==> src/common/videoPkg.sv <==
package videoPkg;

   // Raster timing, counted in pixel clocks and lines
   localparam int hTotal     = 320;
   localparam int hVisible   = 256;
   localparam int hSyncStart = 272;
   localparam int hSyncLen   = 32;

   localparam int vTotal     = 256;
   localparam int vVisible   = 232;
   localparam int vSyncStart = 240;
   localparam int vSyncLen   = 4;

   localparam int irqLineStep = 64;   // Scanline interrupt spacing

   // CPU address map
   localparam logic [15:0] bitmapBase  = 16'h0000;
   localparam logic [15:0] bitmapLast  = 16'h7FFF;
   localparam logic [15:0] paletteBase = 16'h8000;
   localparam int          paletteSize = 32;
   localparam logic [15:0] scrollAddr  = 16'h9000;
   localparam logic [15:0] statusAddr  = 16'h9400;
   localparam logic [15:0] irqAckAddr  = 16'h9800;

   typedef logic [3:0] pixelT;

   typedef struct packed {
      logic [8:0] hCount;
      logic [7:0] vCount;
      logic       hBlank;
      logic       vBlank;
      logic       hSync;
      logic       vSync;
   } videoTimingT;

   typedef struct packed {
      logic [15:0] addr;
      logic [7:0]  wrData;
      logic        wr;
      logic        rd;
   } cpuBusT;

   typedef struct packed {
      logic [8:0] rgb;   // R 8..6, G 5..3, B 2..0
      logic       hBlank;
      logic       vBlank;
      logic       hSync;
      logic       vSync;
   } videoOutT;

   typedef struct packed {
      logic [14:0] addr;
      logic [7:0]  data;
      logic        wr;
   } bitmapWrT;

   typedef struct packed {
      logic [3:0] index;
      logic [8:0] value;
      logic       wr;
   } paletteWrT;

endpackage

==> src/hw/cpuBus.sv <==
`timescale 1ns/1ps

module cpuBus (
   input  logic                H2,
   input  logic                arstN,
   input  videoPkg::cpuBusT    bus,
   output logic [7:0]          rdData,
   output logic                irq,
   input  logic                irqReq,
   input  logic                vBlank,
   output videoPkg::bitmapWrT  bitmapWr,
   output logic [14:0]         bitmapRdAddr,
   input  logic [7:0]          bitmapRdData,
   output videoPkg::paletteWrT paletteWr,
   output logic [7:0]          hScroll
);
   import videoPkg::*;

   logic        inBitmap;
   logic        inPalette;
   logic        isScroll;
   logic        isStatus;
   logic        isAck;
   logic [14:0] rdAddrHold;
   logic        rdFromBitmap;
   logic [7:0]  rdReg;

   assign inBitmap  = bus.addr <= bitmapLast;
   assign inPalette = (bus.addr >= paletteBase) && (bus.addr < paletteBase + paletteSize);
   assign isScroll  = bus.addr == scrollAddr;
   assign isStatus  = bus.addr == statusAddr;
   assign isAck     = bus.addr == irqAckAddr;

   assign bitmapWr.addr = bus.addr[14:0];
   assign bitmapWr.data = bus.wrData;
   assign bitmapWr.wr   = bus.wr && inBitmap;

   // Keep the RAM pointed at the last read so its output stays put
   assign bitmapRdAddr = bus.rd ? bus.addr[14:0] : rdAddrHold;

   // Address bit 4 is the low colour bit
   assign paletteWr.index = bus.addr[3:0];
   assign paletteWr.value = {bus.wrData, bus.addr[4]};
   assign paletteWr.wr    = bus.wr && inPalette;

   always_ff @(posedge H2 or negedge arstN)
   begin
      if (!arstN)
      begin
         hScroll      <= '0;
         irq          <= 1'b0;
         rdFromBitmap <= 1'b0;
         rdReg        <= '0;
      end
      else
      begin
         if (bus.wr && isScroll)
            hScroll <= bus.wrData;

         if (irqReq)
            irq <= 1'b1;   // Request beats a same-cycle ack
         else if (bus.wr && isAck)
            irq <= 1'b0;

         if (bus.rd)
         begin
            rdFromBitmap <= inBitmap;
            rdReg        <= isStatus ? {6'b0, irq, vBlank} : 8'h00;
         end
      end
   end

   always_ff @(posedge H2)
   begin
      if (bus.rd)
         rdAddrHold <= bus.addr[14:0];
   end

   // Bitmap byte arrives from the RAM register, everything else from rdReg
   assign rdData = rdFromBitmap ? bitmapRdData : rdReg;

endmodule

==> config.mk <==
export PLATFORM = sky130hd
export DESIGN_NAME = cpuBus
export DESIGN_NICKNAME = d
export VERILOG_FILES = /design/src/common/videoPkg.sv /design/src/hw/cpuBus.sv
export SDC_FILE = /design/constraint.sdc
export NUM_CORES = 1
export LEC_CHECK = 0
export CAP_MARGIN = 0
export CORE_MARGIN = 3
export CORE_UTILIZATION = 65
export CTS_CLUSTER_SIZE = 8
export DETAILED_ROUTE_END_ITERATION = 6
export DONT_BUFFER_PORTS = 1
export GPL_TIMING_DRIVEN = 0
export PLACE_DENSITY_LB_ADDON = 0.05
export SLEW_MARGIN = 25
export SYNTH_ARGS = -nofsm -noshare
export SYNTH_HDL_FRONTEND = slang
export SYNTH_SLANG_ARGS = --single-unit
==> constraint.sdc <==
create_clock -name H2 -period 3.87 [get_ports H2]
set_input_delay 0.774 -clock H2 [delete_from_list [all_inputs] [get_ports H2]]
set_output_delay 0.774 -clock H2 [all_outputs]
set_load 0.02 [all_outputs]
==> run metrics <==
status complete, no violations; pin slew with the least headroom to its limit between 0.9 and 1 ns; Final min period approximately 2.8 ns; static leakage 0.685 nW; Slew Viols, Final 0; antenna fix cells 0; full die area between 0.002 and 0.003 mm²; routability cong. approximately 0.7; PwrDens ~380 mW/mm²; maximum number of pins on one net before global-route repair 17; cts bufs inserted 3; layout cells sized above 1 0.554; Die X-Extent 51.9 µm; type of origin of the critical path input pin; post-CTS sizing 0; global-route wire length before repair roughly 4000 µm; antenna violations before repair 0; GR Overflow Total 0; Max-Cap Viols 0; final setup vio count 0; Post-Synth Adder-Cell Area 0; Gate power share 0.226; post-synthesis xor/xnor area fraction 0; nets 160; # DRC 0; Synth Area in Compound Gates 0.0219; TritonRoute pass-1 iters 3; switching fraction of total power 0.302; hold crit path type in -> async; hold_buf cts 0; CP Data Arrival Time 2.03 ns; syn nets 155; Pint around 380 µW; ys async rst share 0.444; Post-synth EDFFs 0; register area share after synthesis 0.438; clock-pin slew on the worst setup and hold paths roughly 0.15 ns; Post-CTS Repair Setup Buffers 0; RSZ-0062 raised after global routing false; power share of the sequential group 0.552; Post-synth top flop dfxtp_1; WS Path Type in -> out; Port Buffers 0; area grow syn2layout 4.38%; core area between 0.0015 and 0.002 mm²; Synth Register Bits 27; Hold Fails Final Rpt 0; root buf cell clkbuf_4; Slew headroom 0.388; Cell variety after synth 25; Post-Route Setup TNS 0 ns; CP required slightly above 3 ns; deepest clock path buffer count 2; area of the mapped netlist around 0.0014 mm²; simple logic cell fraction of the synthesized area 0.0967; worst reg2reg endpoint hScroll[1]; Crit Reg-Reg Startpoint hScroll[1]; clock latency on the worst-skew pair between 0.3 and 0.4 ns; worst-path maximum fanout 10; Avg Cell Area, Syn 11.7 µm²; Worst VDD drop between 0.2 and 0.3 mV; Cell Area, Placed approximately 0.0014 mm²; Synth area leaders dfrtp_1, dfxtp_1, buf_4; Initial Util 0.738; Vias slightly above 800; Sw Pwr around 170 µW; yosys warns 0; Iter 0 DRT Violations 9; Max Fclk 357 MHz; cells on worst reg2reg path 1; hold slack final between 0.1 and 0.15 ns; Die Ht around 52 µm; Clock H-tree levels 1; main combinational cell family by area after synthesis multiplexers; Rows 15; Final Cycle Share 0.724; post-DR wirelength/cell roughly 18 µm; post-DR vias/cell between 5 and 6; finished layout cell area about 0.0014 mm²; critical path endpoint category output pin; GRT Total Usage 0.199; clock share of power 0.222; Final Skew between 0.00003 and 0.00004 ns; post-synth top area cell dfrtp_1; share of the synthesized area in the top cell type 0.219; CTS tree yes; Mapped Cells 117; post-synthesis mux area share 0.227; clock sinks 27; IO Count around 110; detailed placement HPWL 2290 µm; drt total wl about 2700 µm; vias in the first global route 868; ANT nets after route 0; Reg2Reg Setup Slack a little under 3 ns
area by class of cell:
type	count	area [µm²]
Sequential cell	27	601
Multi-Input combinational cell	49	474
Fill cell	147	427
Buffer	39	289
Tap cell	25	31.3
Clock buffer	3	22.5
Inverter	2	7.51
Clock inverter	1	6.26
kinds of logic after synthesis:
family / after synthesis
compound gates: 4
mux: 25
simple gates: 20
buf+inv: 41
flops: 27
cells in the mapped netlist, types with 2 or more instances:
master,n
buf_4,36
mux2_2,17
dfxtp_1,15
dfrtp_1,12
mux2_4,8
and2_1,6
a22o_1,2
clkbuf_1,2
inv_1,2
nor2_1,2
sequential cells by signal, summed over array words and instances (netlist names):
register	count
rdAddrHold	15
rdReg	2
irq	1
hScroll	8
rdFromBitmap	1
placed cells by master (no fill, tap or decap), drive strengths merged:
cell type  count
mux2          25
buf           37
nand2          1
nor3           1
nor4           1
and2           6
clkbuf         5
o31ai          1
nor4b          2
a22o           2
nor2b          1
nand4b         1
or3            1
dfrtp         12
nand2b         1
or2b           1
o21ai          1
nand4          1
inv            3
nand3b         1
dfxtp         15
nor2           2
worst max-delay path: stages:
cell      delay [ns]
clkbuf_1        0.34
clkbuf_1        0.45
mux2_2          0.47
power by group through the flow:
stage	combinational, mW	clock (mW)	sequential [mW]
finish	0.124	0.122	0.303
global route	0.130	0.138	0.305
global placement	0.124	0	0.308
CTS	0.126	0.123	0.303
floorplan	0.116	0	0.307
detailed placement	0.125	0	0.309
worst max-delay path by stage:
stage            start          endpoint  slack, ns  cells past startpoint
2_1_floorplan  bus[17]      paletteWr[0]       1.19                      3
3_5_place_dp   bus[17]      paletteWr[0]       1.05                      3
4_1_cts        bus[17]      paletteWr[0]       1.05                      3
6_report        bus[0]   bitmapRdAddr[9]       1.07                      3
5_1_grt         bus[0]  bitmapRdAddr[11]       0.97                      3
3_3_place_gp   bus[17]      paletteWr[0]       1.07                      3
layer usage:
metal | part of all wire | up-vias | GRT usage
met5 | 0 | - | 0
met4 | 0.0071 | 0 | 0.0524
met3 | 0.12 | 2 | 0.0659
met2 | 0.55 | 61 | 0.374
met1 | 0.33 | 394 | 0.208
li1 | - | 365 | -
metrics by stage:
step / setup slack, ns / total power, mW / std cells / util
2_1_floorplan: 1.19 / 0.423 / 117 / -
3_3_place_gp: 1.07 / 0.431 / 142 / 0.755
3_5_place_dp: 1.05 / 0.434 / 142 / 0.755
4_1_cts: 1.05 / 0.552 / 146 / 0.770
5_1_grt: 0.965 / 0.574 / 146 / 0.770
6_report: 1.07 / 0.549 / 146 / 0.770
No activity file was read; power rests on OpenSTA's default activity.
