==> src/common/videoPkg.sv <==
package videoPkg;

   // Raster timing, counted in pixel clocks and lines
   localparam int hTotal     = 320;
   localparam int hVisible   = 256;
   localparam int hSyncStart = 272;
   localparam int hSyncLen   = 32;

   localparam int vTotal     = 256;
   localparam int vVisible   = 232;
   localparam int vSyncStart = 240;
   localparam int vSyncLen   = 4;

   localparam int irqLineStep = 64;   // Scanline interrupt spacing

   // CPU address map
   localparam logic [15:0] bitmapBase  = 16'h0000;
   localparam logic [15:0] bitmapLast  = 16'h7FFF;
   localparam logic [15:0] paletteBase = 16'h8000;
   localparam int          paletteSize = 32;
   localparam logic [15:0] scrollAddr  = 16'h9000;
   localparam logic [15:0] statusAddr  = 16'h9400;
   localparam logic [15:0] irqAckAddr  = 16'h9800;

   typedef logic [3:0] pixelT;

   typedef struct packed {
      logic [8:0] hCount;
      logic [7:0] vCount;
      logic       hBlank;
      logic       vBlank;
      logic       hSync;
      logic       vSync;
   } videoTimingT;

   typedef struct packed {
      logic [15:0] addr;
      logic [7:0]  wrData;
      logic        wr;
      logic        rd;
   } cpuBusT;

   typedef struct packed {
      logic [8:0] rgb;   // R 8..6, G 5..3, B 2..0
      logic       hBlank;
      logic       vBlank;
      logic       hSync;
      logic       vSync;
   } videoOutT;

   typedef struct packed {
      logic [14:0] addr;
      logic [7:0]  data;
      logic        wr;
   } bitmapWrT;

   typedef struct packed {
      logic [3:0] index;
      logic [8:0] value;
      logic       wr;
   } paletteWrT;

endpackage

==> src/hw/videoTiming.sv <==
`timescale 1ns/1ps

module videoTiming (
   input  logic                  H2,
   input  logic                  arstN,
   output videoPkg::videoTimingT timing,
   output logic                  irqReq
);
   import videoPkg::*;

   logic [8:0] hCount;
   logic [8:0] hNext;
   logic [7:0] vCount;
   logic [7:0] vNext;
   logic       hBlank;
   logic       vBlank;
   logic       hSync;
   logic       vSync;

   // Next count, line steps on horizontal wrap
   always_comb
   begin
      hNext = hCount + 9'd1;
      vNext = vCount;
      if (hCount == 9'(hTotal - 1))
      begin
         hNext = '0;
         if (vCount == 8'(vTotal - 1))
            vNext = '0;
         else
            vNext = vCount + 8'd1;
      end
   end

   // Flags decoded from the next count so they line up with the counters
   always_ff @(posedge H2 or negedge arstN)
   begin
      if (!arstN)
      begin
         hCount <= '0;
         vCount <= '0;
         hBlank <= 1'b0;
         vBlank <= 1'b0;
         hSync  <= 1'b0;
         vSync  <= 1'b0;
      end
      else
      begin
         hCount <= hNext;
         vCount <= vNext;
         hBlank <= hNext >= 9'(hVisible);
         hSync  <= (hNext >= 9'(hSyncStart)) && (hNext < 9'(hSyncStart + hSyncLen));
         vBlank <= vNext >= 8'(vVisible);
         vSync  <= (vNext >= 8'(vSyncStart)) && (vNext < 8'(vSyncStart + vSyncLen));
      end
   end

   assign timing = {hCount, vCount, hBlank, vBlank, hSync, vSync};

   // First pixel clock of every 64th line
   assign irqReq = (hCount == '0) && ((int'(vCount) % irqLineStep) == 0);

endmodule

==> config.mk <==
export PLATFORM = sky130hd
export DESIGN_NAME = videoTiming
export DESIGN_NICKNAME = d
export VERILOG_FILES = /design/src/common/videoPkg.sv /design/src/hw/videoTiming.sv
export SDC_FILE = /design/constraint.sdc
export NUM_CORES = 1
export LEC_CHECK = 0
export BUFFER_PORTS_ARGS = -buffer_cell sky130_fd_sc_hd__buf_2
export CORE_ASPECT_RATIO = 1.25
export CORE_MARGIN = 8
export CORE_UTILIZATION = 50
export DETAILED_ROUTE_END_ITERATION = 8
export PLACE_DENSITY = 0.71
export SETUP_SLACK_MARGIN = 0.4
export SLEW_MARGIN = 20
export SYNTH_ARGS = -nofsm -noshare
export SYNTH_HDL_FRONTEND = slang
export SYNTH_SLANG_ARGS = --single-unit
==> constraint.sdc <==
create_clock -name H2 -period 2.7 [get_ports H2]
set_input_delay 0.54 -clock H2 [delete_from_list [all_inputs] [get_ports H2]]
set_output_delay 0.54 -clock H2 [all_outputs]
set_load 0.02 [all_outputs]
==> impl_metrics.env <==
export IMPL_routedWlPerCell_um=14.7
export IMPL_avgViaCountPerCell=5.58
export IMPL_rsz0062_at_grt="true"
export IMPL_hold_viol=0
export IMPL_nNetsFinal=155
export IMPL_drive_gt1_frac=0.318
export IMPL_grt_max_degree=22
export IMPL_yosysWarnings=0
export IMPL_fmax_mhz=403
export IMPL_netlist_instances=126
export IMPL_layout_cells_non_filler=181
export IMPL_fill_cells=224
export IMPL_diodes=0
export IMPL_tns_ns=0
export IMPL_gr_total_overflow=0
export IMPL_die_width_um=60.1
export IMPL_slew_viol_final=0
export IMPL_io_pins=24
export IMPL_endpoint="irqReq"
export IMPL_cts_sinks=21
export IMPL_grt_use_total=0.130
export IMPL_worstSetupPathType="register to output pin"
export IMPL_dr_pass1_iters=4
export IMPL_syn_num_nets=132
export IMPL_crit_fanout=2
export IMPL_worstPathRequired_ns=2.16
export IMPL_rows=20
export IMPL_antenna_found_initial=0
export IMPL_peakVddDrop_v=0.000213
export IMPL_r2r_slack_ns=0.58
export IMPL_gp_congestion=0.807
export IMPL_die_area_um2=4270
export IMPL_place_hpwl_um=1890
export IMPL_cts_clk_slew_worst_paths_ns=0.11
export IMPL_setup_viol=0
export IMPL_finClkSkew_ns=0.00562
export IMPL_worstMarginPinSlew_ns=0.476
export IMPL_startpoint="vCount[0]"
export IMPL_powerDensity_nw_per_um2=330
export IMPL_drc=0
export IMPL_status="complete, no violations"
export IMPL_worst_setup_path_start_kind="register"
export IMPL_yosysSeqAreaShare=0.433
export IMPL_regToRegEndpoint="vBlank"
export IMPL_vias=1010
export IMPL_fin_crit_sh=0.919
export IMPL_cts_made_buffers=3
export IMPL_relSlewSlack=0.683
export IMPL_die_h_um=71.1
export IMPL_synthesis_area_um2=1210
export IMPL_fin_ws_ns=0.219
export IMPL_cts_tree="done"
export IMPL_synth_distinct_cells=41
export IMPL_multi_input_area_um2=633
export IMPL_h_tree_depth=1
export IMPL_stdcell_area_um2=1420
export IMPL_fin_crit_ns=2.48
export IMPL_drt_iter0_drc=22
export IMPL_cap_violations=0
export IMPL_clock_latency_ns=0.29
export IMPL_routed_wl_um=2650
export IMPL_r2r_start="hCount[0]"
export IMPL_root_buffer="clkbuf_4"
export IMPL_cts_hold_buf=0
export IMPL_syn_avg_cell_area_um2=9.63
export IMPL_ys_ff_latch=21
export IMPL_dp_slack_ns=0.271
export IMPL_grt_pass1_vias=934
export IMPL_clockBufferDepth=2
export IMPL_hold_class="input pin to async pin"
export IMPL_leakagePower_nw=0.694
export IMPL_dp_cells=173
export IMPL_initial_core_util=0.511
export IMPL_regArea_um2=526
export IMPL_antenna_left=0
export IMPL_port_buffers=23
export IMPL_rr_worst_depth=6
export IMPL_grt_pass1_wl_um=4370
export IMPL_area_growth_pct=16.6
export IMPL_arrival_ns=1.94
export IMPL_core_area_um2=2380
export IMPL_postPlaceCellArea_um2=1320
export IMPL_cp_end_kind="output pin"
-- what timing repair did --
| item | 4_1_cts | 5_1_grt |
|---|---|---|
| setup endpoints to repair | 1 | 2 |
| setup buffers | 4 | 0 |
| pin swaps | 2 | 3 |
| gates resized for setup | 7 | 3 |
-- synth_stat cells, drive strengths merged --
master / instances / area share
clkbuf: 3 / 0.0093
a22oi: 1 / 0.0062
a21oi: 3 / 0.012
nand2b: 1 / 0.0052
xnor2: 4 / 0.029
mux2i: 1 / 0.0082
nand2: 11 / 0.036
buf: 7 / 0.042
or3b: 1 / 0.0093
inv: 8 / 0.025
and4b: 2 / 0.016
a31oi: 4 / 0.021
nand3: 8 / 0.037
nor4: 4 / 0.033
o31ai: 1 / 0.0062
nor4b: 1 / 0.012
ha: 4 / 0.041
a31o: 1 / 0.0072
and3: 2 / 0.010
and2: 1 / 0.0052
o2111ai: 1 / 0.0072
nand4: 2 / 0.010
nor2b: 1 / 0.0052
a21o: 1 / 0.0062
or4b: 1 / 0.0082
or3: 1 / 0.0062
nor3: 1 / 0.0082
a2111oi: 1 / 0.012
and4: 1 / 0.0072
a22o: 2 / 0.016
nand4b: 2 / 0.014
o21ai: 9 / 0.037
dfrtp: 21 / 0.43
nor2: 11 / 0.034
xor2: 3 / 0.022
-- routing by layer --
layer | vias to the layer above | track usage | wire length, um
met4 | 0 | 0.0479 | 23
met1 | 490 | 0.157 | 1100
li1 | 490 | - | -
met5 | - | 0 | 0
met3 | 2 | 0.0272 | 162
met2 | 28 | 0.218 | 1370
-- layout by cell type (no fill, tap or decap), drive strengths merged, types with 2 or more instances in the layout --
master and instances:
o21ai 9, nor2 11, inv 8, clkbuf 4, nand3 8, a31oi 4, and3 2, nand4 2
nand2 11, and4b 2, buf 28, a21oi 3, dfrtp 21, nor4 4, a22o 2, xnor2 4
ha 4, nand4b 2, xor2 3
-- cell families after synthesis --
logic type	after synthesis	share of synthesized area
AOI/OAI and AO/OA	24	0.132
DFF	21	0.433
xor gates and xnor gates	7	0.0505
and+or+nand+nor	51	0.259
buffers and inverters	18	0.0763
muxes	1	0.00825
adders and majority gates	4	0.0412
-- flip-flops by register name (all words and copies together) (netlist names) --
register,cells
hBlank,1
hCount,9
hSync,1
vBlank,1
vCount,8
vSync,1
-- worst min path at each step --
stage                from   endpoint  slack [ns]
finish              arstN  vCount[0]        0.18
global route        arstN  vCount[2]        0.20
CTS                 arstN  vCount[4]        0.20
detailed placement  arstN  vCount[4]        0.53
global placement    arstN  vCount[4]        0.52
floorplan           arstN     hBlank        0.24
-- where the power goes --
part | leakage [nW] | switching (mW) | internal [mW]
registers | 0.279 | 0 | 0.314
clock network | 0.0150 | 0.0890 | 0.0573
logic | 0.400 | 0.00595 | 0.000519
-- critical path: stages (launching register included) --
cell and delay [ns]:
dfrtp_1 0.42, inv_2 0.09, ha_4 0.12, or4b_4 0.47, nor4_4 0.17, and4b_1 0.25
buf_6 0.13
-- through the flow --
step                       util  total power [mW]  hold WS [ns]
after floorplan               -             0.321         0.244
after global placement    0.553             0.327         0.521
after detailed placement  0.553             0.328         0.529
after CTS                 0.587             0.474         0.199
after global routing      0.595             0.492         0.202
final                     0.595             0.467         0.184
-- area by class of cell --
type / instances / share of cell area
inverter: 8 / 0.0212
clock buffer: 4 / 0.0186
tap: 33 / 0.0292
timing repair buffer: 28 / 0.112
sequential: 21 / 0.371
multi-input combinational: 87 / 0.447
Power figures use the tool's default switching activity.
