File: src/common/videoPkg.sv
package videoPkg;

   // Raster timing, counted in pixel clocks and lines
   localparam int hTotal     = 320;
   localparam int hVisible   = 256;
   localparam int hSyncStart = 272;
   localparam int hSyncLen   = 32;

   localparam int vTotal     = 256;
   localparam int vVisible   = 232;
   localparam int vSyncStart = 240;
   localparam int vSyncLen   = 4;

   localparam int irqLineStep = 64;   // Scanline interrupt spacing

   // CPU address map
   localparam logic [15:0] bitmapBase  = 16'h0000;
   localparam logic [15:0] bitmapLast  = 16'h7FFF;
   localparam logic [15:0] paletteBase = 16'h8000;
   localparam int          paletteSize = 32;
   localparam logic [15:0] scrollAddr  = 16'h9000;
   localparam logic [15:0] statusAddr  = 16'h9400;
   localparam logic [15:0] irqAckAddr  = 16'h9800;

   typedef logic [3:0] pixelT;

   typedef struct packed {
      logic [8:0] hCount;
      logic [7:0] vCount;
      logic       hBlank;
      logic       vBlank;
      logic       hSync;
      logic       vSync;
   } videoTimingT;

   typedef struct packed {
      logic [15:0] addr;
      logic [7:0]  wrData;
      logic        wr;
      logic        rd;
   } cpuBusT;

   typedef struct packed {
      logic [8:0] rgb;   // R 8..6, G 5..3, B 2..0
      logic       hBlank;
      logic       vBlank;
      logic       hSync;
      logic       vSync;
   } videoOutT;

   typedef struct packed {
      logic [14:0] addr;
      logic [7:0]  data;
      logic        wr;
   } bitmapWrT;

   typedef struct packed {
      logic [3:0] index;
      logic [8:0] value;
      logic       wr;
   } paletteWrT;

endpackage

File: src/color/colorMemory.sv
`timescale 1ns/1ps

module colorMemory (
   input  logic                  H2,
   input  logic                  arstN,
   input  videoPkg::paletteWrT   paletteWr,
   input  videoPkg::pixelT       pixel,
   input  videoPkg::videoTimingT timing,
   output logic [8:0]            rgb
);

   logic [8:0] palette [16];

   always_ff @(posedge H2)
   begin
      if (paletteWr.wr)
         palette[paletteWr.index] <= paletteWr.value;
   end

   // Lookup, black outside the visible area
   always_ff @(posedge H2 or negedge arstN)
   begin
      if (!arstN)
         rgb <= '0;
      else if (timing.hBlank || timing.vBlank)
         rgb <= '0;
      else
         rgb <= palette[pixel];
   end

endmodule

File: config.mk
export PLATFORM = sky130hd
export DESIGN_NAME = colorMemory
export DESIGN_NICKNAME = d
export VERILOG_FILES = /design/src/common/videoPkg.sv /design/src/color/colorMemory.sv
export SDC_FILE = /design/constraint.sdc
export NUM_CORES = 1
export LEC_CHECK = 0
export CAP_MARGIN = 20
export CORE_MARGIN = 2
export CORE_UTILIZATION = 30
export DETAILED_ROUTE_END_ITERATION = 8
export DONT_BUFFER_PORTS = 1
export HOLD_SLACK_MARGIN = 0.05
export SLEW_MARGIN = 20
export SYNTH_ARGS = -nofsm -noshare
export SYNTH_HDL_FRONTEND = slang
export SYNTH_SLANG_ARGS = --single-unit
File: constraint.sdc
create_clock -name H2 -period 3 [get_ports H2]
set_input_delay 0 -clock H2 [delete_from_list [all_inputs] [get_ports H2]]
set_output_delay 0 -clock H2 [all_outputs]
set_load 0.1 [all_outputs]
==> qor.txt, run 1 <==
critical path class = input port to flop
clk buf depth = 2
Layout Utilization = 36.02%
slew margin rel. = 33.39%
Via Count = 2911
post-DR wirelength/cell = 20.47 um
# fillers = 1787
hold slack = 33.04 ps
dpl cells = 549
final instance area = 0.007010 sq mm
Core Region = 0.01946 sq mm
synthesized area per cell = 20.33 sq um
flops & latches, synth = 153
CTS Sinks = 153
vias per cell = 4.788
Yosys warnings = 0
Least-Margin Pin Slew = 995.5 ps
Final Hold Fails = 0
Top Ports = 50
number of DRC markers in iteration 0 = 181
vias in the first global route = 2942
die area = 0.02093 sq mm
grt ovf = 0
initial antenna violation count = 0
Worst Skew = 7.496 ps
worst vdd ir = 0.0002963 V
fmax = 357.9 MHz
syn nets = 333
Root Driver = clkbuf_16
H-tree levels = 4
post-route ant nets = 0
Power Density = 654.9 mW/mm^2
Tcrit/Tclk final = 93.15%
ant diodes = 0
worst-case reg-to-reg path depth = 5
number of max-cap violations = 0
GPL Wtd Cong = 0.8314
Post-Syn Area = 0.005936 sq mm
Seq/Total Area, Yosys = 76.64%
die height = 144.7 um
Rows = 51
crit end category = flop
worst-skew pair later-pin latency = 410 ps
Starting Density = 30.50%
Leak Pwr = 0.002236 uW
Initial DRT Pass Iterations = 5
Post-CTS Resized = 0
GRT Resource Usage Total = 12.93%
top-area cell type share of the netlist area = 72.85%
Slew Limit Fails = 0
DPL Wire Length = 7621 um
Final TNS setup = 0 ps
WL final = 12450 um
critical path data arrival time = 3140 ps
leading area contributor after synthesis = edfxtp_1
area grow syn2layout = 18.11%
outcome = finished, final reports clean
largest net degree at the start of global routing = 49
number of CTS-inserted buffers = 17
# port buffers = 0
drc violations = 0
critical path startpoint category = input port
# setup viols final = 0
RSZ-0062 raised after global routing = false
crit-path max FO = 8
dpl cell area = 0.006177 sq mm
Cells on Worst Hold Path = 3
post-synthesis cell count = 292
Finished Layout Cells = 608
Tmin final = 2794 ps
HP Class = input port to flop
nets = 373
clock-pin slew on the worst setup and hold paths = 60 ps
Distinct cells, synth = 26
TritonCTS clock tree = yes
Die Wd = 144.7 um
share of layout cells above drive strength 1 = 18.08%
global-route wire length before repair = 18540 um
Synth area leaders = edfxtp_1 (73%), mux4_2 (9.1%), mux2i_1 (4.0%)
Critical Path RT = 3350 ps
## cells in the final DEF, fill, tap and decap left out, drive strengths merged, types with 2 or more instances in the layout
cell type	n
nor2b	2
clkinvlp	2
clkbuf	19
a21oi	2
clkinv	9
mux4	24
nor3	5
nand3b	2
buf	4
nand3	9
mux2i	24
dlygate4sd3	29
edfxtp	144
dfrtp	9
a211oi	2
nor2	13
nand2	9
o211ai	9
a22oi	19
nand2b	2
## worst max-delay path, cell delays in order
cell and delay (ps):
dlygate4sd3_1 620, nor3_2 340, dlygate4sd3_1 800, nand2_1 80
dlygate4sd3_1 560, a21oi_1 150, dlygate4sd3_1 590
## flip-flops by register name (all words and copies together) (netlist names)
name	flops
palette	144
rgb	9
## metrics by stage
step | power, uW | worst slack [ps]
CTS | 4636 | 277.3
global placement | 2646 | 1352
global route | 4743 | 79.01
floorplan | 2638 | 1437
detailed placement | 2650 | 1320
finish | 4591 | 205.6
## cell usage after synthesis
cell type  count
dfrtp_1        9
nand3_1        9
a21oi_1        2
a22oi_2        3
edfxtp_1     144
buf_6          2
buf_4          1
o211ai_1       9
mux2i_1       24
nand3b_1       2
and2_1         1
mux4_2        24
a22oi_1       16
or3b_2         1
nor2_1        13
buf_12         3
nand2b_1       2
nor3b_2        1
nor4_1         1
a211oi_1       2
clkinv_1       1
nor3_2         1
nand2_1        9
nor2b_1        2
buf_2          6
nor3_1         4
## cells by family (layout without fill, tap and decap cells)
group                  count (synthesis)  count (layout)  share of synthesized area [%]
AOI/OAI and AO/OA                     32              32                          4.216
and+or+nand+nor                       46              46                          3.900
DFF                                  153             153                          76.64
muxes                                 48              48                          13.15
buffers and inverters                 13              64                          2.087
## final timing paths
check / endpoint / slack (ps) / from
worst max-delay path: rgb[0]$_DFF_PN0_ / 210 / timing[2]
worst min-delay path: rgb[5]$_DFF_PN0_ / 30 / pixel[3]
worst max register to register: rgb[4]$_DFF_PN0_ / 650 / palette[5][4]$_DFFE_PP_
worst min register to register: rgb[5]$_DFF_PN0_ / 770 / palette[10][5]$_DFFE_PP_
max in group asynchronous: rgb[2]$_DFF_PN0_ / 2270 / arstN
min in group asynchronous: rgb[1]$_DFF_PN0_ / 470 / arstN
## what timing repair did
item	CTS	global route
hold buffers	29	0
setup buffers	0	0
endpoints found under the hold margin	198	0
## layout make-up
cell class	instances	area [sq um]	area share (%)
clock inverters	11	103.9	1.481
multi-input cells	126	1269	18.10
flip-flops and latches	153	4549	64.89
inverters	1	3.754	0.05354
well taps	265	331.6	4.730
repair buffers	33	320.3	4.569
clock buffers	19	432.9	6.175
## routing by layer
metal,up-vias,track usage (%),share of wire (%)
li1,1287,-,-
met1,1517,17.73,46
met2,95,19.63,47
met3,12,4.047,5.9
met4,0,4.343,1.3
met5,-,0,0
## power breakdown
part / internal, uW / switching, uW / total, uW
logic: 92.1 / 119 / 211
clock network: 1130 / 788 / 1920
registers: 2390 / 76.5 / 2460
No activity file was read; power rests on OpenSTA's default activity.
==> run 2, diff against run 1 <==
- RECOVER_POWER: default -> 50
==> run 2 against run 1 <==
- cell count unchanged
- first-iteration DRC count up 2.8%
- critical path type unchanged
- combinational power about the same
- final area about the same
- register-to-register slack about the same
- global-route usage unchanged
- worst hold slack about the same
- maximum frequency down 0.57%
- sequential share of layout area about the same
- critical endpoint unchanged
- largest power group unchanged
==> qor.txt, run 2 (synthesis gave the netlist of run 1 again) <==
outcome = finished, final reports clean (unchanged)
vias per cell = 4.768 (was 4.788)
Critical Path Source = timing[2] (unchanged)
critical path data arrival time = 3160 ps (was 3140 ps)
Tcrit/Tclk final = 93.68% (was 93.15%)
r2r setup slk = 640 ps (was 650 ps)
Starting Density = 30.50% (unchanged)
share of layout cells above drive strength 1 = 17.78% (was 18.08%)
critical path class = input port to flop (unchanged)
largest register by flop count = palette (unchanged)
critical path startpoint category = input port (unchanged)
worst-case reg-to-reg path depth = 5 (unchanged)
Leak Pwr = 0.002232 uW (was 0.002236 uW)
largest registers = palette: 144 flops, rgb: 9 flops (unchanged)
TritonCTS clock tree = yes (unchanged)
# port buffers = 0 (unchanged)
Worst Skew = 7.497 ps (was 7.496 ps)
clock-pin slew on the worst setup and hold paths = 60 ps (about the same)
# setup viols final = 0 (unchanged)
Via Count = 2899 (was 2911)
Root Driver = clkbuf_16 (unchanged)
Final TNS setup = 0 ps (unchanged)
Critical Path RT = 3350 ps (about the same)
GRT Resource Usage Total = 12.93% (unchanged)
global-route wire length before repair = 18540 um (unchanged)
Top Ports = 50 (unchanged)
number of CTS-inserted buffers = 17 (unchanged)
drc violations = 0 (unchanged)
Hold EP = rgb[5]$_DFF_PN0_ (unchanged)
initial antenna violation count = 0 (unchanged)
number of DRC markers in iteration 0 = 186 (was 181)
commonest non-fill, non-tap cell in the layout = edfxtp_1 (unchanged)
slew margin rel. = 33.39% (about the same)
RSZ-0062 raised after global routing = false (unchanged)
Worst Min Path Start = pixel[3] (unchanged)
clk buf depth = 2 (unchanged)
post-DR wirelength/cell = 20.49 um (was 20.47 um)
Rows = 51 (unchanged)
DPL Wire Length = 7621 um (unchanged)
vias in the first global route = 2942 (unchanged)
Tmin final = 2811 ps (was 2794 ps)
crit-path max FO = 8 (unchanged)
CTS Sinks = 153 (unchanged)
grt ovf = 0 (unchanged)
nets = 373 (unchanged)
post-route ant nets = 0 (unchanged)
worst r2r src = palette[5][4]$_DFFE_PP_ (unchanged)
fmax = 355.8 MHz (was 357.9 MHz)
Least-Margin Pin Slew = 995.4 ps (was 995.5 ps)
WL final = 12460 um (was 12450 um)
area grow syn2layout = 18.04% (was 18.11%)
die area = 0.02093 sq mm (unchanged)
most frequent cells in the layout = edfxtp_1 (144), dlygate4sd3_1 (29), mux2i_1 (24), mux4_2 (24), clkbuf_16 (17) (unchanged)
final instance area = 0.007007 sq mm (was 0.007010 sq mm)
worst vdd ir = 0.0002966 V (was 0.0002963 V)
worst-skew pair later-pin latency = 410 ps (about the same)
dpl cell area = 0.006177 sq mm (unchanged)
number of max-cap violations = 0 (unchanged)
largest net degree at the start of global routing = 49 (unchanged)
ant diodes = 0 (unchanged)
Slew Limit Fails = 0 (unchanged)
Final Hold Fails = 0 (unchanged)
max reg flops = 144 (unchanged)
Core Region = 0.01946 sq mm (unchanged)
GPL Wtd Cong = 0.8314 (unchanged)
H-tree levels = 4 (unchanged)
Die Wd = 144.7 um (unchanged)
Cells on Worst Hold Path = 3 (unchanged)
Power Density = 655.4 mW/mm^2 (was 654.9 mW/mm^2)
Initial DRT Pass Iterations = 5 (unchanged)
Post-CTS Setup Bufs = 0 (unchanged)
HP Class = input port to flop (unchanged)
Worst R2R End = rgb[4]$_DFF_PN0_ (unchanged)
crit end category = flop (unchanged)
die height = 144.7 um (unchanged)
==> run 2: cell count changes in the layout (fill, tap and decap cells not counted), sizes merged <==
cell / change
clkbuf: +1
buf: -1
==> run 2: through the flow <==
stage | utilization [%] | setup WS, ps | std cells | hold WS, ps | power, uW
CTS | 35.99 | 277.3 | 608 | 52.70 | 4636
floorplan | - | 1437 | 292 | -295.6 | 2638
detailed placement | 31.74 | 1320 | 549 | -295.4 | 2650
finish | 36.00 | 189.5 | 608 | 33.32 | 4592
global route | 36.00 | 79.01 | 608 | 53.77 | 4743
global placement | 31.74 | 1352 | 549 | -295.4 | 2646
==> run 2: layout make-up <==
cell class              instances  area, sq um
clock buffers                  19        432.9
fillers                      1789        12460
multi-input cells             126         1269
well taps                     265        331.6
clock inverters                11        103.9
flip-flops and latches        153         4549
repair buffers                 33        316.6
inverters                       1        3.754
==> run 2: per-layer routing <==
metal | global-route usage (%) | part of all wire [%] | up-vias
met5 | 0 | 0 | -
met4 | 4.343 | 1.3 | 0
met3 | 4.047 | 5.9 | 12
met2 | 19.63 | 47 | 92
met1 | 17.73 | 46 | 1509
li1 | - | - | 1286
==> run 2: power breakdown <==
part	switching, uW	internal, uW
Clock	789	1130
Combinational	119	91.9
Sequential	76.5	2390
Total	985	3610
==> run 2: worst max-delay path by stage <==
| stage | cells after the start | endpoint |
|---|---|---|
| global route | 7 | rgb[0]$_DFF_PN0_ |
| CTS | 7 | rgb[0]$_DFF_PN0_ |
| finish | 7 | rgb[0]$_DFF_PN0_ |
| floorplan | 2 | palette[0][0]$_DFFE_PP_ |
| global placement | 2 | palette[3][4]$_DFFE_PP_ |
| detailed placement | 2 | palette[2][5]$_DFFE_PP_ |
==> run 2: critical path, stage by stage <==
cell           delay, ps
dlygate4sd3_1        620
nor3_2               350
dlygate4sd3_1        810
nand2_1               80
dlygate4sd3_1        560
a21oi_1              150
dlygate4sd3_1        590
==> run 2: timing repair <==
action	in CTS	in global routing
hold buffers	29	0
resized for setup	0	0
endpoints found under the hold margin	198	0
==> run 3, diff against run 2 <==
- ABC_AREA: default -> 1
- PLACE_DENSITY: default -> 0.41
==> run 3 against run 2 <==
- worst hold slack improved by 17 ps
- wire length rose by 32%
- maximum frequency increased by 0.64%
==> qor.txt, run 3 <==
largest registers = palette: 144 flops, rgb: 9 flops (unchanged)
Slew Limit Fails = 0 (unchanged)
flops & latches, synth = 153 (unchanged)
slew margin rel. = 31.33% (was 33.39%)
Core Region = 0.02109 sq mm (was 0.01946 sq mm)
nets = 658 (was 373)
fmax = 358.1 MHz (was 355.8 MHz)
hold slack = 50.27 ps (was 33.32 ps)
met3 usage = 3.424% (was 4.047%)
critical path class = input port to flop (unchanged)
Post-synth EDFFs = 144 (unchanged)
dpl cell area = 0.006606 sq mm (was 0.006177 sq mm)
vias per cell = 4.471 (was 4.768)
die area = 0.02272 sq mm (was 0.02093 sq mm)
GPL Wtd Cong = 0.7069 (was 0.8314)
Post-synth top flop = edfxtp_1 (unchanged)
ant diodes = 0 (unchanged)
Via Count = 4046 (was 2899)
Critical Path RT = 3300 ps (was 3350 ps)
share of layout cells above drive strength 1 = 5.873% (was 17.78%)
critical path startpoint category = input port (unchanged)
Top Ports = 50 (unchanged)
drc violations = 0 (unchanged)
grt ovf = 0 (unchanged)
Post-Syn Area = 0.006459 sq mm (was 0.005936 sq mm)
GR Util met2 = 23.52% (was 19.63%)
Final TNS setup = 0 ps (unchanged)
RSZ-0062 raised after global routing = false (unchanged)
final instance area = 0.007508 sq mm (was 0.007007 sq mm)
Leak Pwr = 0.003039 uW (was 0.002232 uW)
crit-path cells = dlygate4sd3_1 > nand3_1 > dlygate4sd3_1 > nand3_1 > dlygate4sd3_1 > a21oi_1 > dlygate4sd3_1 (was dlygate4sd3_1 > nor3_2 > dlygate4sd3_1 > nand2_1 > dlygate4sd3_1 > a21oi_1 > dlygate4sd3_1)
HP Class = input port to flop (unchanged)
count leader, synth = nand2_1 (was edfxtp_1)
Tmin final = 2793 ps (was 2811 ps)
# setup viols final = 0 (unchanged)
largest net degree at the start of global routing = 73 (was 49)
Distinct cells, synth = 16 (was 26)
busiest grt layer = met2 (unchanged)
H-tree levels = 4 (unchanged)
Initial DRT Pass Iterations = 4 (was 5)
Synth area leaders = edfxtp_1 (67%), nand2_1 (13%), nand3_1 (7.1%) (was edfxtp_1 (73%), mux4_2 (9.1%), mux2i_1 (4.0%))
# port buffers = 0 (unchanged)
Least-Margin Pin Slew = 1026 ps (was 995.4 ps)
post-DR wirelength/cell = 18.14 um (was 20.49 um)
Post-CTS Setup Bufs = 0 (unchanged)
area grow syn2layout = 16.25% (was 18.04%)
worst vdd ir = 0.0003566 V (was 0.0002966 V)
die height = 150.7 um (was 144.7 um)
global-route wire length before repair = 24830 um (was 18540 um)
GRT Resource Usage Total = 15.40% (was 12.93%)
number of CTS-inserted buffers = 17 (unchanged)
WP buf/inv = 4 (unchanged)
most instantiated cells after synthesis = nand2_1 (221), edfxtp_1 (144), nand3_1 (91) (was edfxtp_1 (144), mux2i_1 (24), mux4_2 (24))
Final Hold Fails = 0 (unchanged)
post-route ant nets = 0 (unchanged)
Tcrit/Tclk final = 93.09% (was 93.68%)
crit end category = flop (unchanged)
critical path data arrival time = 3090 ps (was 3160 ps)
Rows = 53 (was 51)
CP most frequent cell = dlygate4sd3_1 (unchanged)
Seq/Total Area, Yosys = 70.44% (was 76.64%)
Root Driver = clkbuf_16 (unchanged)
Starting Density = 30.63% (was 30.50%)
syn nets = 640 (was 333)
Die Wd = 150.7 um (was 144.7 um)
TritonCTS clock tree = yes (unchanged)
number of max-cap violations = 0 (unchanged)
crit-path max FO = 16 (was 8)
vias in the first global route = 3930 (was 2942)
Slowest-stage cell, CP = dlygate4sd3_1 (unchanged)
most frequent cells in the layout = nand2_1 (221), edfxtp_1 (144), nand3_1 (91) (was edfxtp_1 (144), dlygate4sd3_1 (29), mux2i_1 (24), mux4_2 (24), clkbuf_16 (17))
initial antenna violation count = 0 (unchanged)
Yosys warnings = 0 (unchanged)
largest register by flop count = palette (unchanged)
Worst Skew = 6.202 ps (was 7.497 ps)
outcome = finished, final reports clean (unchanged)
worst-skew pair later-pin latency = 420 ps (was 410 ps)
CTS Sinks = 153 (unchanged)
clock-pin slew on the worst setup and hold paths = 60 ps (about the same)
Power Density = 673.3 mW/mm^2 (was 655.4 mW/mm^2)
CP delay by family, top = buffers and inverters (unchanged)
commonest non-fill, non-tap cell in the layout = nand2_1 (was edfxtp_1)
clk buf depth = 2 (unchanged)
Post-CTS Resized = 0 (unchanged)
synthesized area per cell = 10.78 sq um (was 20.33 sq um)
# fillers = 2134 (was 1789)
number of DRC markers in iteration 0 = 353 (was 186)
max reg flops = 144 (unchanged)
Async S/R FF share, synth = 5.882% (unchanged)
DPL Wire Length = 9144 um (was 7621 um)
WL final = 16420 um (was 12460 um)
top-area cell type share of the netlist area = 66.95% (was 72.85%)
post-synthesis cell count = 599 (was 292)
leading area contributor after synthesis = edfxtp_1 (unchanged)
met1 Usage GRT = 22.20% (was 17.73%)
slowest stage delay, CP = 1080 ps (was 810 ps)
## run 3: worst register-to-register path: stages, from the launching register on
cell	delay (ps)
edfxtp_1	360
inv_1	60
nand2_1	40
nand3_1	110
nand3_1	70
dlygate4sd3_1	590
nand3_1	80
dlygate4sd3_1	550
a21oi_1	70
dlygate4sd3_1	570
## run 3: stage by stage
stage | util (%) | power [uW] | setup slack [ps] | std cells
5_1_grt | 35.61 | 5231 | 142.1 | 905
6_report | 35.61 | 5055 | 207.3 | 905
4_1_cts | 35.63 | 5101 | 266.6 | 905
2_1_floorplan | - | 2653 | 2004 | 599
3_3_place_gp | 31.33 | 2670 | 1529 | 847
3_5_place_dp | 31.33 | 2672 | 1562 | 847
## run 3: path summary, 6_finish.rpt
check / from / to / slack [ps] / depth (start not counted)
worst max-delay path: pixel[2] / rgb[3]$_DFF_PN0_ / 210 / 7
worst max register to register: palette[14][3]$_DFFE_PP_ / rgb[3]$_DFF_PN0_ / 380 / 9
worst min-delay path: pixel[1] / rgb[6]$_DFF_PN0_ / 50 / 4
max in group asynchronous: arstN / rgb[1]$_DFF_PN0_ / 2170 / 2
worst min register to register: palette[6][8]$_DFFE_PP_ / rgb[8]$_DFF_PN0_ / 800 / 6
min in group asynchronous: arstN / rgb[6]$_DFF_PN0_ / 510 / 2
## run 3: cell type report
class,count,area [sq um],share of cell area (%)
tap,275,344.1,4.583
clock buffer,17,425.4,5.666
inverter,78,297.8,3.966
clock inverter,15,221.5,2.950
multi-input combinational,341,1415,18.85
timing repair buffer,26,255.2,3.399
sequential,153,4549,60.59
## run 3: what timing repair did
item / CTS / global route
hold buffers: 26 / 0
endpoints found under the hold margin: 162 / 0
setup endpoints to repair: 0 / 0
## run 3: cells by family after synthesis
| family | share of synthesized area (%) |
|---|---|
| and+or+nand+nor | 21.21 |
| DFF | 70.44 |
| buffers and inverters | 7.652 |
| AOI/OAI and AO/OA | 0.6974 |
## run 3: layer usage
layer,vias to the layer above,part of all wire (%)
li1,1994,-
met1,1952,49
met2,88,45
met3,12,4.9
met4,0,1.2
met5,-,0
## run 3: where the power goes
part | total (uW) | internal [uW] | leakage (uW) | switching [uW]
Clock | 2350 | 1480 | 0.000318 | 868
Combinational | 267 | 78.7 | 0.00130 | 188
Sequential | 2440 | 2380 | 0.00142 | 57.8
Total | 5060 | 3940 | 0.00304 | 1110
